==> src/hdl/upload_pkg.sv <==
package upload_pkg;

   typedef logic [27:0] ddr_addr_t;
   typedef logic [26:0] ram_addr_t;
   typedef logic [7:0]  byte_t;
   typedef logic [3:0]  slot_sub_t;      // Slot in [3:2], subslot in [1:0]
   typedef logic [10:0] page_count_t;
   typedef logic [3:0]  ref_index_t;
   typedef logic [7:0]  mapper_code_t;
   typedef logic [7:0]  device_code_t;
   typedef logic [7:0]  block_mode_t;    // Two bits per 16 KB block
   typedef logic [7:0]  block_param_t;
   typedef logic [2:0]  fill_pattern_t;
   typedef logic [7:0]  data_id_t;

   localparam data_id_t     DATA_NONE     = 8'd0;
   localparam data_id_t     DATA_ROM      = 8'd1;
   localparam data_id_t     DATA_RAM      = 8'd2;
   localparam logic [3:0]   RECORD_SLOT   = 4'd3;
   localparam mapper_code_t MAPPER_UNUSED = 8'd0;
   localparam device_code_t DEVICE_NONE   = 8'd0;
   localparam int           RECORD_BYTES  = 16;

   typedef struct packed {
      byte_t data;
      logic  last;
   } byte_beat_t;

   typedef struct packed {
      slot_sub_t     slot_sub;
      data_id_t      data_id;
      page_count_t   pages;
      device_code_t  device;
      mapper_code_t  mapper;
      block_mode_t   mode;
      block_param_t  param;
      fill_pattern_t pattern;
      logic          stop;
      logic          bad;
   } region_req_t;

   // ref is a keyword, hence ref_idx
   typedef struct packed {
      slot_sub_t    slot_sub;
      data_id_t     data_id;
      ref_index_t   ref_idx;
      device_code_t device;
      mapper_code_t mapper;
      block_mode_t  mode;
      block_param_t param;
      logic         stop;
      logic         bad;
   } layout_req_t;

   typedef struct packed {
      mapper_code_t mapper;
      device_code_t device;
      ref_index_t   ref_idx;
      logic [1:0]   offset;
   } layout_entry_t;

   typedef struct packed {
      ram_addr_t   addr;
      page_count_t pages;
      logic        ro;
   } ram_ref_t;

   typedef enum logic [1:0] {P_HEADER, P_REQ, P_PAYLOAD, P_DONE} parser_state_t;
   typedef enum logic [1:0] {F_IDLE, F_FILL, F_LAY} filler_state_t;
   typedef enum logic [1:0] {W_CLEAR, W_RUN, W_DONE} writer_state_t;

endpackage

==> src/hdl/ddr_byte_reader.sv <==
`timescale 1ns/100ps

module ddr_byte_reader (
   input  logic                   clk,
   input  logic                   rst,
   input  logic                   start,
   input  upload_pkg::ddr_addr_t  image_size,
   output logic                   ddr_rd,
   output upload_pkg::ddr_addr_t  ddr_addr,
   input  logic                   ddr_ready,
   input  upload_pkg::byte_t      ddr_dout,
   output logic                   beat_valid,
   output upload_pkg::byte_beat_t beat,
   input  logic                   beat_ready
);
   logic running;
   logic capture;   // Read data on ddr_dout this cycle
   logic issue;

   // One read in flight, and only when the buffer is free by the time data lands
   assign issue = running && !ddr_rd && !capture && (!beat_valid || beat_ready) &&
                  ddr_addr < image_size;

   always_ff @(posedge clk) begin
      if (rst || start) begin
         running    <= !rst;
         ddr_rd     <= 1'b0;
         ddr_addr   <= '0;
         capture    <= 1'b0;
         beat_valid <= 1'b0;
      end else begin
         capture <= ddr_rd && ddr_ready;
         if (ddr_rd && ddr_ready) begin
            ddr_rd   <= 1'b0;
            ddr_addr <= ddr_addr + 1'b1;
         end else if (issue) begin
            ddr_rd <= 1'b1;
         end
         if (capture) beat_valid <= 1'b1;
         else if (beat_ready) beat_valid <= 1'b0;
      end
   end

   // Address already stepped past the fetched byte
   always_ff @(posedge clk) begin
      if (capture) beat <= '{data: ddr_dout, last: ddr_addr == image_size};
   end

endmodule

==> src/hdl/memory_upload.sv <==
`timescale 1ns/100ps

module memory_upload #(
   parameter int PAGE_BITS  = 14,
   parameter int RAM_ADDR_W = 27
) (
   input  logic                      clk,
   input  logic                      rst,
   input  logic                      start,
   input  upload_pkg::ddr_addr_t     image_size,
   output logic                      ddr_rd,
   output upload_pkg::ddr_addr_t     ddr_addr,
   input  logic                      ddr_ready,
   input  upload_pkg::byte_t         ddr_dout,
   output logic                      ram_we,
   output upload_pkg::ram_addr_t     ram_addr,
   output upload_pkg::byte_t         ram_din,
   input  logic                      ram_ready,
   input  logic [5:0]                layout_index,
   output upload_pkg::layout_entry_t layout_entry,
   input  upload_pkg::ref_index_t    ref_index,
   output upload_pkg::ram_ref_t      ref_entry,
   output logic                      done,
   output logic                      bad_image
);
   logic                    beat_valid;
   logic                    beat_ready;
   upload_pkg::byte_beat_t  beat;
   logic                    req_valid;
   logic                    req_ready;
   upload_pkg::region_req_t req;
   logic                    pay_valid;
   logic                    pay_ready;
   upload_pkg::byte_t       pay;
   logic                    lay_valid;
   logic                    lay_ready;
   upload_pkg::layout_req_t lay;

   ddr_byte_reader ddr_byte_reader_inst (
      .clk        (clk),
      .rst        (rst),
      .start      (start),
      .image_size (image_size),
      .ddr_rd     (ddr_rd),
      .ddr_addr   (ddr_addr),
      .ddr_ready  (ddr_ready),
      .ddr_dout   (ddr_dout),
      .beat_valid (beat_valid),
      .beat       (beat),
      .beat_ready (beat_ready)
   );

   record_parser #(.PAGE_BITS(PAGE_BITS)) record_parser_inst (
      .clk        (clk),
      .rst        (rst),
      .start      (start),
      .image_size (image_size),   // Empty image check
      .beat_valid (beat_valid),
      .beat       (beat),
      .beat_ready (beat_ready),
      .req_valid  (req_valid),
      .req        (req),
      .req_ready  (req_ready),
      .pay_valid  (pay_valid),
      .pay        (pay),
      .pay_ready  (pay_ready)
   );

   region_filler #(.PAGE_BITS(PAGE_BITS), .RAM_ADDR_W(RAM_ADDR_W)) region_filler_inst (
      .clk       (clk),
      .rst       (rst),
      .start     (start),
      .req_valid (req_valid),
      .req       (req),
      .req_ready (req_ready),
      .pay_valid (pay_valid),
      .pay       (pay),
      .pay_ready (pay_ready),
      .ram_we    (ram_we),
      .ram_addr  (ram_addr),
      .ram_din   (ram_din),
      .ram_ready (ram_ready),
      .lay_valid (lay_valid),
      .lay       (lay),
      .lay_ready (lay_ready),
      .ref_index (ref_index),
      .ref_entry (ref_entry)
   );

   slot_layout_writer slot_layout_writer_inst (
      .clk          (clk),
      .rst          (rst),
      .start        (start),
      .lay_valid    (lay_valid),
      .lay          (lay),
      .lay_ready    (lay_ready),
      .layout_index (layout_index),
      .layout_entry (layout_entry),
      .done         (done),
      .bad_image    (bad_image)
   );

endmodule

==> src/hdl/record_parser.sv <==
`timescale 1ns/100ps

module record_parser #(
   parameter int PAGE_BITS = 14
) (
   input  logic                    clk,
   input  logic                    rst,
   input  logic                    start,
   input  upload_pkg::ddr_addr_t   image_size,
   input  logic                    beat_valid,
   input  upload_pkg::byte_beat_t  beat,
   output logic                    beat_ready,
   output logic                    req_valid,
   output upload_pkg::region_req_t req,
   input  logic                    req_ready,
   output logic                    pay_valid,
   output upload_pkg::byte_t       pay,
   input  logic                    pay_ready
);
   upload_pkg::parser_state_t state;
   upload_pkg::byte_t         hdr [12];   // Bytes past 11 carry nothing we use
   logic [3:0]                cnt;
   logic                      at_end;     // Final image byte already taken
   logic [PAGE_BITS+10:0]     pay_left;
   logic                      beat_fire;
   logic                      magic_ok;

   assign beat_ready = (state == upload_pkg::P_HEADER && !at_end) ||
                       (state == upload_pkg::P_PAYLOAD && pay_ready);
   assign beat_fire  = beat_valid && beat_ready;
   assign pay_valid  = state == upload_pkg::P_PAYLOAD && beat_valid;
   assign pay        = beat.data;
   assign req_valid  = state == upload_pkg::P_REQ;
   assign magic_ok   = {hdr[0], hdr[1], hdr[2]} == "MSX";

   always_ff @(posedge clk) begin
      if (rst) begin
         state  <= upload_pkg::P_DONE;
         cnt    <= '0;
         at_end <= 1'b0;
      end else if (start) begin
         state  <= upload_pkg::P_HEADER;
         cnt    <= '0;
         at_end <= image_size == '0;
      end else begin
         if (beat_fire && beat.last) at_end <= 1'b1;
         case (state)
            upload_pkg::P_HEADER: begin
               if (at_end) begin
                  state <= upload_pkg::P_REQ;   // Stop request
               end else if (beat_fire) begin
                  cnt <= cnt + 1'b1;
                  if (cnt == 4'(upload_pkg::RECORD_BYTES - 1) &&
                      (!magic_ok || hdr[3][7:4] == upload_pkg::RECORD_SLOT))
                     state <= upload_pkg::P_REQ;
               end
            end
            upload_pkg::P_REQ: begin
               if (req_ready) begin
                  if (req.stop) state <= upload_pkg::P_DONE;
                  else if (req.data_id == upload_pkg::DATA_ROM && req.pages != '0)
                     state <= upload_pkg::P_PAYLOAD;
                  else state <= upload_pkg::P_HEADER;
               end
            end
            upload_pkg::P_PAYLOAD: begin
               if (beat_fire && pay_left == 1) state <= upload_pkg::P_HEADER;
            end
            default: ;
         endcase
      end
   end

   always_ff @(posedge clk) begin
      if (state == upload_pkg::P_HEADER) begin
         if (at_end) begin
            req.stop <= 1'b1;
            req.bad  <= 1'b0;
         end else if (beat_fire) begin
            if (cnt < 4'd12) hdr[cnt] <= beat.data;
            if (cnt == 4'(upload_pkg::RECORD_BYTES - 1))
               req <= '{slot_sub: hdr[3][3:0], data_id: hdr[4],
                        pages: {hdr[5][2:0], hdr[6]}, device: hdr[7], mapper: hdr[8],
                        mode: hdr[9], param: hdr[10], pattern: hdr[11][2:0],
                        stop: !magic_ok, bad: !magic_ok};
         end
      end
      if (state == upload_pkg::P_REQ) pay_left <= {req.pages, {PAGE_BITS{1'b0}}};
      else if (state == upload_pkg::P_PAYLOAD && beat_fire) pay_left <= pay_left - 1'b1;
   end

endmodule

==> src/hdl/region_filler.sv <==
`timescale 1ns/100ps

module region_filler #(
   parameter int PAGE_BITS  = 14,
   parameter int RAM_ADDR_W = 27
) (
   input  logic                    clk,
   input  logic                    rst,
   input  logic                    start,
   input  logic                    req_valid,
   input  upload_pkg::region_req_t req,
   output logic                    req_ready,
   input  logic                    pay_valid,
   input  upload_pkg::byte_t       pay,
   output logic                    pay_ready,
   output logic                    ram_we,
   output upload_pkg::ram_addr_t   ram_addr,
   output upload_pkg::byte_t       ram_din,
   input  logic                    ram_ready,
   output logic                    lay_valid,
   output upload_pkg::layout_req_t lay,
   input  logic                    lay_ready,
   input  upload_pkg::ref_index_t  ref_index,
   output upload_pkg::ram_ref_t    ref_entry
);
   upload_pkg::filler_state_t state;
   upload_pkg::ram_ref_t      ref_tab [16];
   logic [RAM_ADDR_W-1:0]     next_addr;    // Write pointer, regions packed back to back
   upload_pkg::ref_index_t    ref_cnt;
   logic [PAGE_BITS+10:0]     pos;          // Offset within region
   logic [PAGE_BITS+10:0]     last_pos;
   logic                      use_pay;
   upload_pkg::fill_pattern_t pattern;
   upload_pkg::byte_t         fill_byte;
   logic                      take;
   logic                      alloc;

   assign take      = req_valid && req_ready;
   assign alloc     = !req.stop && req.pages != '0;
   assign req_ready = state == upload_pkg::F_IDLE;
   assign lay_valid = state == upload_pkg::F_LAY;
   assign ram_we    = state == upload_pkg::F_FILL && (!use_pay || pay_valid);
   assign pay_ready = state == upload_pkg::F_FILL && use_pay && ram_ready;
   assign ram_addr  = upload_pkg::ram_addr_t'(next_addr);
   assign ram_din   = use_pay ? pay : fill_byte;
   assign ref_entry = ref_tab[ref_index];

   always_comb begin
      case (pattern)
         3'd2:    fill_byte = 8'h00;
         3'd3:    fill_byte = (pos[8] == pos[1]) ? 8'hFF : 8'h00;
         3'd4:    fill_byte = (pos[8] != pos[0]) ? 8'hFF : 8'h00;
         default: fill_byte = 8'hFF;
      endcase
   end

   always_ff @(posedge clk) begin
      if (rst || start) begin
         state     <= upload_pkg::F_IDLE;
         next_addr <= '0;
         ref_cnt   <= '0;
      end else begin
         case (state)
            upload_pkg::F_IDLE: begin
               if (take) begin
                  if (alloc) begin
                     ref_cnt <= ref_cnt + 1'b1;
                     state   <= upload_pkg::F_FILL;
                  end else begin
                     state <= upload_pkg::F_LAY;
                  end
               end
            end
            upload_pkg::F_FILL: begin
               if (ram_we && ram_ready) begin
                  next_addr <= next_addr + 1'b1;
                  if (pos == last_pos) state <= upload_pkg::F_LAY;
               end
            end
            upload_pkg::F_LAY: if (lay_ready) state <= upload_pkg::F_IDLE;
            default: state <= upload_pkg::F_IDLE;
         endcase
      end
   end

   always_ff @(posedge clk) begin
      if (take) begin
         lay <= '{slot_sub: req.slot_sub, data_id: req.data_id, ref_idx: ref_cnt,
                  device: req.device, mapper: req.mapper, mode: req.mode,
                  param: req.param, stop: req.stop, bad: req.bad};
         use_pay  <= req.data_id == upload_pkg::DATA_ROM;
         pattern  <= req.pattern;
         pos      <= '0;
         last_pos <= {req.pages, {PAGE_BITS{1'b0}}} - 1'b1;
         if (alloc)
            ref_tab[ref_cnt] <= '{addr: upload_pkg::ram_addr_t'(next_addr), pages: req.pages,
                                  ro: req.data_id != upload_pkg::DATA_RAM};
      end else if (ram_we && ram_ready) begin
         pos <= pos + 1'b1;
      end
   end

endmodule

==> src/hdl/slot_layout_writer.sv <==
`timescale 1ns/100ps

module slot_layout_writer (
   input  logic                      clk,
   input  logic                      rst,
   input  logic                      start,
   input  logic                      lay_valid,
   input  upload_pkg::layout_req_t   lay,
   output logic                      lay_ready,
   input  logic [5:0]                layout_index,
   output upload_pkg::layout_entry_t layout_entry,
   output logic                      done,
   output logic                      bad_image
);
   upload_pkg::writer_state_t state;
   upload_pkg::layout_entry_t tab [64];
   upload_pkg::layout_entry_t blk [4];   // Four blocks of lay.slot_sub after update
   logic [5:0]                clr_idx;
   upload_pkg::ref_index_t    ref_v;

   assign lay_ready    = state == upload_pkg::W_RUN;
   assign layout_entry = tab[layout_index];
   assign ref_v        = lay.data_id == upload_pkg::DATA_NONE ? '0 : lay.ref_idx;

   // Blocks in order, so a mirror sees blocks already updated
   always_comb begin
      for (int b = 0; b < 4; b++) blk[b] = tab[{lay.slot_sub, 2'(b)}];
      for (int b = 0; b < 4; b++) begin
         case (lay.mode[2*b +: 2])
            2'd1: blk[b] = blk[lay.param[2*b +: 2]];
            2'd2: blk[b] = '{mapper: lay.mapper, device: lay.device, ref_idx: ref_v,
                             offset: lay.param[2*b +: 2]};
            2'd3: blk[b] = '{mapper: upload_pkg::MAPPER_UNUSED, device: lay.device,
                             ref_idx: ref_v, offset: lay.param[2*b +: 2]};
            default: ;
         endcase
      end
   end

   always_ff @(posedge clk) begin
      if (rst || start) begin
         state     <= upload_pkg::W_CLEAR;
         clr_idx   <= '0;
         done      <= 1'b0;
         bad_image <= 1'b0;
      end else begin
         case (state)
            upload_pkg::W_CLEAR: begin
               clr_idx <= clr_idx + 1'b1;
               if (clr_idx == 6'd63) state <= upload_pkg::W_RUN;
            end
            upload_pkg::W_RUN: begin
               if (lay_valid && lay.stop) begin
                  state     <= upload_pkg::W_DONE;
                  done      <= 1'b1;
                  bad_image <= lay.bad;
               end
            end
            default: ;
         endcase
      end
   end

   always_ff @(posedge clk) begin
      if (state == upload_pkg::W_CLEAR) begin
         tab[clr_idx] <= '{mapper: upload_pkg::MAPPER_UNUSED,
                           device: upload_pkg::DEVICE_NONE, ref_idx: '0, offset: '0};
      end else if (state == upload_pkg::W_RUN && lay_valid && !lay.stop) begin
         for (int b = 0; b < 4; b++) tab[{lay.slot_sub, 2'(b)}] <= blk[b];
      end
   end

endmodule

==> config.mk <==
export PLATFORM = sky130hd
export DESIGN_NAME = memory_upload
export DESIGN_NICKNAME = d
export VERILOG_FILES = /design/src/hdl/upload_pkg.sv /design/src/hdl/ddr_byte_reader.sv /design/src/hdl/memory_upload.sv /design/src/hdl/record_parser.sv /design/src/hdl/region_filler.sv /design/src/hdl/slot_layout_writer.sv
export SDC_FILE = /design/constraint.sdc
export NUM_CORES = 2
export LEC_CHECK = 0
export BUFFER_PORTS_ARGS = -buffer_cell sky130_fd_sc_hd__buf_2
export CAP_MARGIN = 20
export CORE_ASPECT_RATIO = 0.5
export CORE_MARGIN = 2
export CORE_UTILIZATION = 45
export CTS_CLUSTER_DIAMETER = 200
export DETAILED_ROUTE_END_ITERATION = 7
export SLEW_MARGIN = 0
export SYNTH_ARGS = -nofsm -noshare
export SYNTH_HDL_FRONTEND = slang
export SYNTH_SLANG_ARGS = --single-unit
==> constraint.sdc <==
create_clock -name clk -period 7 [get_ports clk]
set_input_delay 1.05 -clock clk [delete_from_list [all_inputs] [get_ports clk]]
set_output_delay 1.05 -clock clk [all_outputs]
set_load 0.01 [all_outputs]
### Word level (Yosys, flattened, before mapping)

Memory sizes are Yosys's and may differ from the RTL's. A register that Yosys moved wholly into a read port is not among the register bits.
Index checks and enable logic that the tools add are counted.
Widths: inputs -> output; s select.

| storage, ports and cells | value |
|---|---|
| bits in registers | 226 |
| bits in writable memories | 2128 |
| logic and storage cells | 227 |
| memories | 3 |

| cells by class | value |
|---|---|
| add/subtract/negate cells | 8 |
| order comparisons | 6 |
| equal/unequal tests | 41 |
| multiplexer cells | 67 |
| bitwise gates (word level) | 5 |
| reductions and logical operators | 62 |

Memory list:

| memory | words | width | read ports | clocked after memory_dff | write ports | RTL line | source |
|---|---|---|---|---|---|---|---|
| slot_layout_writer_inst.tab | 64 | 22 | 5 | 4 | 4 | slot_layout_writer.sv:16 | `upload_pkg::layout_entry_t tab [64];` |
| region_filler_inst.ref_tab | 16 | 39 | 1 | 0 | 1 | region_filler.sv:27 | `upload_pkg::ram_ref_t ref_tab [16];` |
| record_parser_inst.hdr | 12 | 8 | 12 | 8 | 1 | record_parser.sv:21 | `upload_pkg::byte_t hdr [12];` |

Operators with widths:

| kind | count |
|---|---|
| $pmux 22 s3 | 4 |
| $mux 22 | 9 |
| $bmux 22 s2 | 4 |
| $mux 25 | 2 |
| $sub 25x1->25 const B | 2 |
| $mux 2 | 17 |
| $mux 6 | 5 |
| $add 28x1->28 const B | 1 |
| $eq 28x28->1 | 1 |
| $logic_not 28->1 | 1 |
| $lt 28x28->1 | 1 |
| $add 27x1->27 const B | 1 |
| $add 25x1->25 const B | 1 |
| $eq 25x1->1 const B | 1 |
| $eq 25x25->1 | 1 |
| $eq 24x23->1 const B | 1 |
| $mux 8 | 3 |
| $pmux 8 s3 | 1 |
| $logic_and 1x1->1 | 23 |
| $reduce_or 22->1 | 1 |
| $eq 2x2->1 const B | 10 |
| $mux 1 | 18 |
| $eq 2x1->1 const B | 7 |
| $ge 3x3->1 const B | 4 |
| other kinds (34) | 70 |

### Depth between registers and ports, before layout

| depth | value |
|---|---|
| depth in word-level cells | 17 |
| gate-level depth with buffers | 17 |

### By module

Synthesis repeated with hierarchy kept, for this count alone.

| unflattened totals | value |
|---|---|
| cells, all modules | 7673 |
| area, all modules | 117367.6 µm² |

Modules (own cells, without submodules):

| module | times used | cells each | area each (µm²) |
|---|---|---|---|
| slot_layout_writer | 1 | 5652 | 79675.2 |
| region_filler | 1 | 1343 | 28665.0 |
| record_parser | 1 | 405 | 6560.0 |
| ddr_byte_reader | 1 | 273 | 2467.4 |

### Worst setup path after synthesis

Ideal clock, no wire load.

| path | value |
|---|---|
| path kind | register to register |
| from | register, netlist name record_parser_inst.req[37] |
| to | memory region_filler_inst.ref_tab[3][0] in the netlist's numbering (enable) |
| library setup time | 0.484 ns |
| data arrival time | 4.519 ns |
| required time | 6.516 ns |
| slack | 1.998 ns |
| cell stages (with the launch flop) | 9 |
| period minus slack after synthesis | 5.002 ns |
| cells stage by stage | edfxtp_1 > inv_1 > ha_1 > nand3_1 > or4b_2 > o21ai_0 > nor2_1 > nand2_1 > nor3_1 |

| between the ends | value |
|---|---|
| word-level cells in the longest chain between the ends | 5 |

RTL lines:

| element | RTL line | source |
|---|---|---|
| $reduce_bool 11->1 | region_filler.sv:39 | `assign alloc = !req.stop && req.pages != '0;` |
| $logic_and 1x1->1 | region_filler.sv:39 |  |
| $mux 1 | region_filler.sv:95 | `if (alloc)` |
| $mux 1 | region_filler.sv:87 | `if (take) begin` |
| $mux 1 (not written as such) | region_filler.sv:96 | `ref_tab[ref_cnt] <= '{addr: upload_pkg::ram_addr_t'(next_addr), pages: req.pages,` |
| end, declared | region_filler.sv:27 |  |

No other way between the ends.

==> qor.yml <==
status:
  outcome: "finished, violations left"
  violations: "DRC"
setup_path:
  r2r_slack_ns: 1.43
  path_max_fanout: 52
  start_kind: "flip-flop"
  cp_common_cell: "nor2b_1"
  max_stage_delay_ns: 0.90
  cp.arrival_ns: 6.08
  regToRegStartpoint: "slot_layout_writer_inst.state[0]"
  reg2reg_to: "slot_layout_writer_inst.tab[19][11]"
  cp-end-kind: "flip-flop"
  cp_slowest_cell: "nor2b_1"
  required_ns: 7.51
  path_class: "reg -> reg"
  ff2ff_path_depth: 7
  cp_cell_sequence: "nor2b_1, nor4bb_1, nor2b_1, nor2b_1, nand2_4, o21ai_4, buf_4"
synthesis:
  synth-xor-area-share: 0.00858
  synth_commonest_cells: "edfxtp_1, nor2_1, mux4_2, clkbuf_1, nand2_1"
  ys_types: 113
  syn_avg_cell_area_um2: 15.3
  ys_seq_area_frac: 0.600
  synthAdderAreaFrac: 0.00490
  synth.area.mux_share: 0.225
  synth-seq-cells: 2388
  synth_warnings: 0
  synthCells: 7688
  yosysTopAreaCell: "edfxtp_1"
  ys.flop_type: "edfxtp_1"
  synth_area_um2: 117000
  synth_top_family_by_area: "multiplexers"
  synth_edf_count: 2264
  synth_top_area_frac: 0.579
  syn_nets: 7785
  yosysMostFrequentCell: "edfxtp_1"
  synth_area_leaders: "edfxtp_1, mux4_2, nor2_1, dfxtp_1, clkbuf_1"
  synthSimpleGateAreaFrac: 0.0888
  async_flop_share: 0
  synth_compound_area_frac: 0.0437
timing:
  finalCritPeriodShare: 0.795
  worst_pin_slew_ns: 1.35
  period_minus_slack_ns: 5.57
  tns_ns: 0
  skew_ns: 0.0750
  setup_viol: 0
  finalHoldViolCount: 0
  fmax_mhz: 180
  drv_slew: 0
  max_slew_margin: 0.0984
  rsz0062_at_grt: "no"
power_and_ir_drop:
  leakagePower_nw: 42.0
  ir_drop_mv: 0.204
  power.density_nw_per_um2: 241
placement:
  placed_area_um2: 123000
  hpwl_mm: 279
  port_buffers: 178
  place_congestion: 1.03
cells_and_area:
  final_cell_area_um2: 131000
  fin_nets: 7807
  syn2layout_area_growth_pct: 11.4
  drive_gt1_frac: 0.277
  fillCellCount: 21427
routing:
  drt-initial-drc-count: 14230
  detail_route.first_pass.iterations: 8
  antenna_left: 0
  drt-total-wl_mm: 447
  vias: 79717
  drcViolationCount: 4
  viasPerCell: 7.00
  wl_per_cell_um: 39.3
clock_tree:
  ctsResizeCount: 0
  cts_root_buf: "clkbuf_16"
  postCtsHoldBufs: 0
  postCtsSetupBuffers: 0
  h-tree-depth: 4
  numCtsBuffers: 222
  cts_sinks: 2388
  cts_buffer_depth: 4
  clkSlewWorstSetupHoldPaths_ns: 0.06
  clkLatencyLatePin_ns: 0.94
  tritoncts: "yes"
die:
  die_area_um2: 265000
  die_h_um: 365
  initial_utilization: 0.453
  fp.dieW_um: 726
  row_count: 132
  core_um2: 259000
  pin_count: 179
grt:
  grt_first_pass_wirelength_mm: 614
  antenna_found_initial: 25
  grt_overflow: 0
  grt_use_total: 0.332
  grt_max_degree: 98
  grt_pass1_vias: 76185
hold_path:
  min_path_cells: 1
  min-delay-start: "ddr_dout[4]"
  hp-class: "in -> reg"
  holdPathEnd: "ddr_byte_reader_inst.beat[5]"
run:
  cap_viol_max_count: 0
-- critical path: cells and delay by family, from the launching register on --
family,cells,cell delay (ns)
and+or+nand+nor,5,3.16
AOI/OAI and AO/OA,1,0.82
buffers and inverters,1,0.58
DFF,1,0.52
-- kinds of logic after synthesis --
| kind of cell | after synthesis |
|---|---|
| AOI/OAI and AO/OA | 725 |
| xor gates and xnor gates | 115 |
| adders and majority gates | 46 |
| buffers and inverters | 737 |
| DFF | 2388 |
| muxes | 1283 |
| and+or+nand+nor | 2394 |
-- registers in the layout, summed over array words and instances (netlist names), 9 cells and up, named ones only --
signal,cells
region_filler_inst.lay,50
record_parser_inst.req,60
region_filler_inst.last_pos,11
region_filler_inst.pos,25
slot_layout_writer_inst.tab,1408
region_filler_inst.ram_addr,27
record_parser_inst.hdr,86
ddr_byte_reader_inst.beat,9
ddr_byte_reader_inst.ddr_addr,28
region_filler_inst.ref_tab,624
record_parser_inst.pay_left,25
-- stage by stage --
| step | setup slack (ns) | std cells | util | hold WS (ns) | power [W] |
|---|---|---|---|---|---|
| after CTS | 1.57 | 11357 | 0.504 | 0.267 | 0.0315 |
| after global routing | 1.32 | 11370 | 0.505 | 0.297 | 0.0323 |
| after floorplan | 2.00 | 7688 | - | 0.400 | 0.0180 |
| after detailed placement | 1.65 | 10957 | 0.476 | 0.405 | 0.0191 |
| after global placement | 1.72 | 10948 | 0.475 | 0.400 | 0.0191 |
| final | 1.43 | 11382 | 0.505 | 0.324 | 0.0316 |
-- report_power, final --
part / total [W] / leakage, nW / switching, W / internal [W]
Clock: 0.0126 / 3.59 / 0.00567 / 0.00698
Combinational: 0.00331 / 16.3 / 0.00217 / 0.00114
Sequential: 0.0156 / 22.1 / 0.000125 / 0.0155
Total: 0.0316 / 42.0 / 0.00796 / 0.0236
-- per-layer routing --
metal  global-route usage  up-vias  share of wire
met5              0.00783        -         0.0011
met1                0.438    40980           0.37
met4                0.157       30          0.055
met2                0.475     6813           0.42
li1                     -    30481              -
met3                0.141     1413           0.15
-- layout make-up --
| type | instances | area (um^2) | area share |
|---|---|---|---|
| diodes | 12 | 30.0 | 0.000230 |
| clock buffers | 267 | 5910 | 0.0452 |
| clock inverters | 133 | 1400 | 0.0107 |
| inverters | 72 | 278 | 0.00212 |
| multi-input cells | 4563 | 44700 | 0.342 |
| flip-flops and latches | 2388 | 70500 | 0.539 |
| well taps | 3484 | 4360 | 0.0333 |
| repair buffers | 463 | 3660 | 0.0280 |
-- worst max-delay path by stage --
| stage | startpoint | end | slack (ns) |
|---|---|---|---|
| 4_1_cts | slot_layout_writer_inst.state[0] | slot_layout_writer_inst.tab[16][11] | 1.57 |
| 2_1_floorplan | record_parser_inst.req[37] | region_filler_inst.ref_tab[3][0] | 2.00 |
| 6_report | slot_layout_writer_inst.state[0] | slot_layout_writer_inst.tab[19][11] | 1.43 |
| 5_1_grt | slot_layout_writer_inst.state[0] | slot_layout_writer_inst.tab[19][11] | 1.32 |
| 3_5_place_dp | slot_layout_writer_inst.state[0] | slot_layout_writer_inst.tab[16][7] | 1.65 |
| 3_3_place_gp | slot_layout_writer_inst.state[0] | slot_layout_writer_inst.tab[16][7] | 1.72 |
-- placed cells by master (no fill, tap or decap), types with 112 or more instances in the layout --
master     synthesis  routed
o21ai_0          178     112
nor2_1          1392    1378
clkbuf_16          0     225
mux4_2          1062    1062
edfxtp_1        2264    2264
nand2_1          308     296
dfxtp_1          124     120
nor3_1           289     280
buf_2             92     170
buf_4             53     240
mux2i_1          144     144
(Power assumes the default switching activity.)
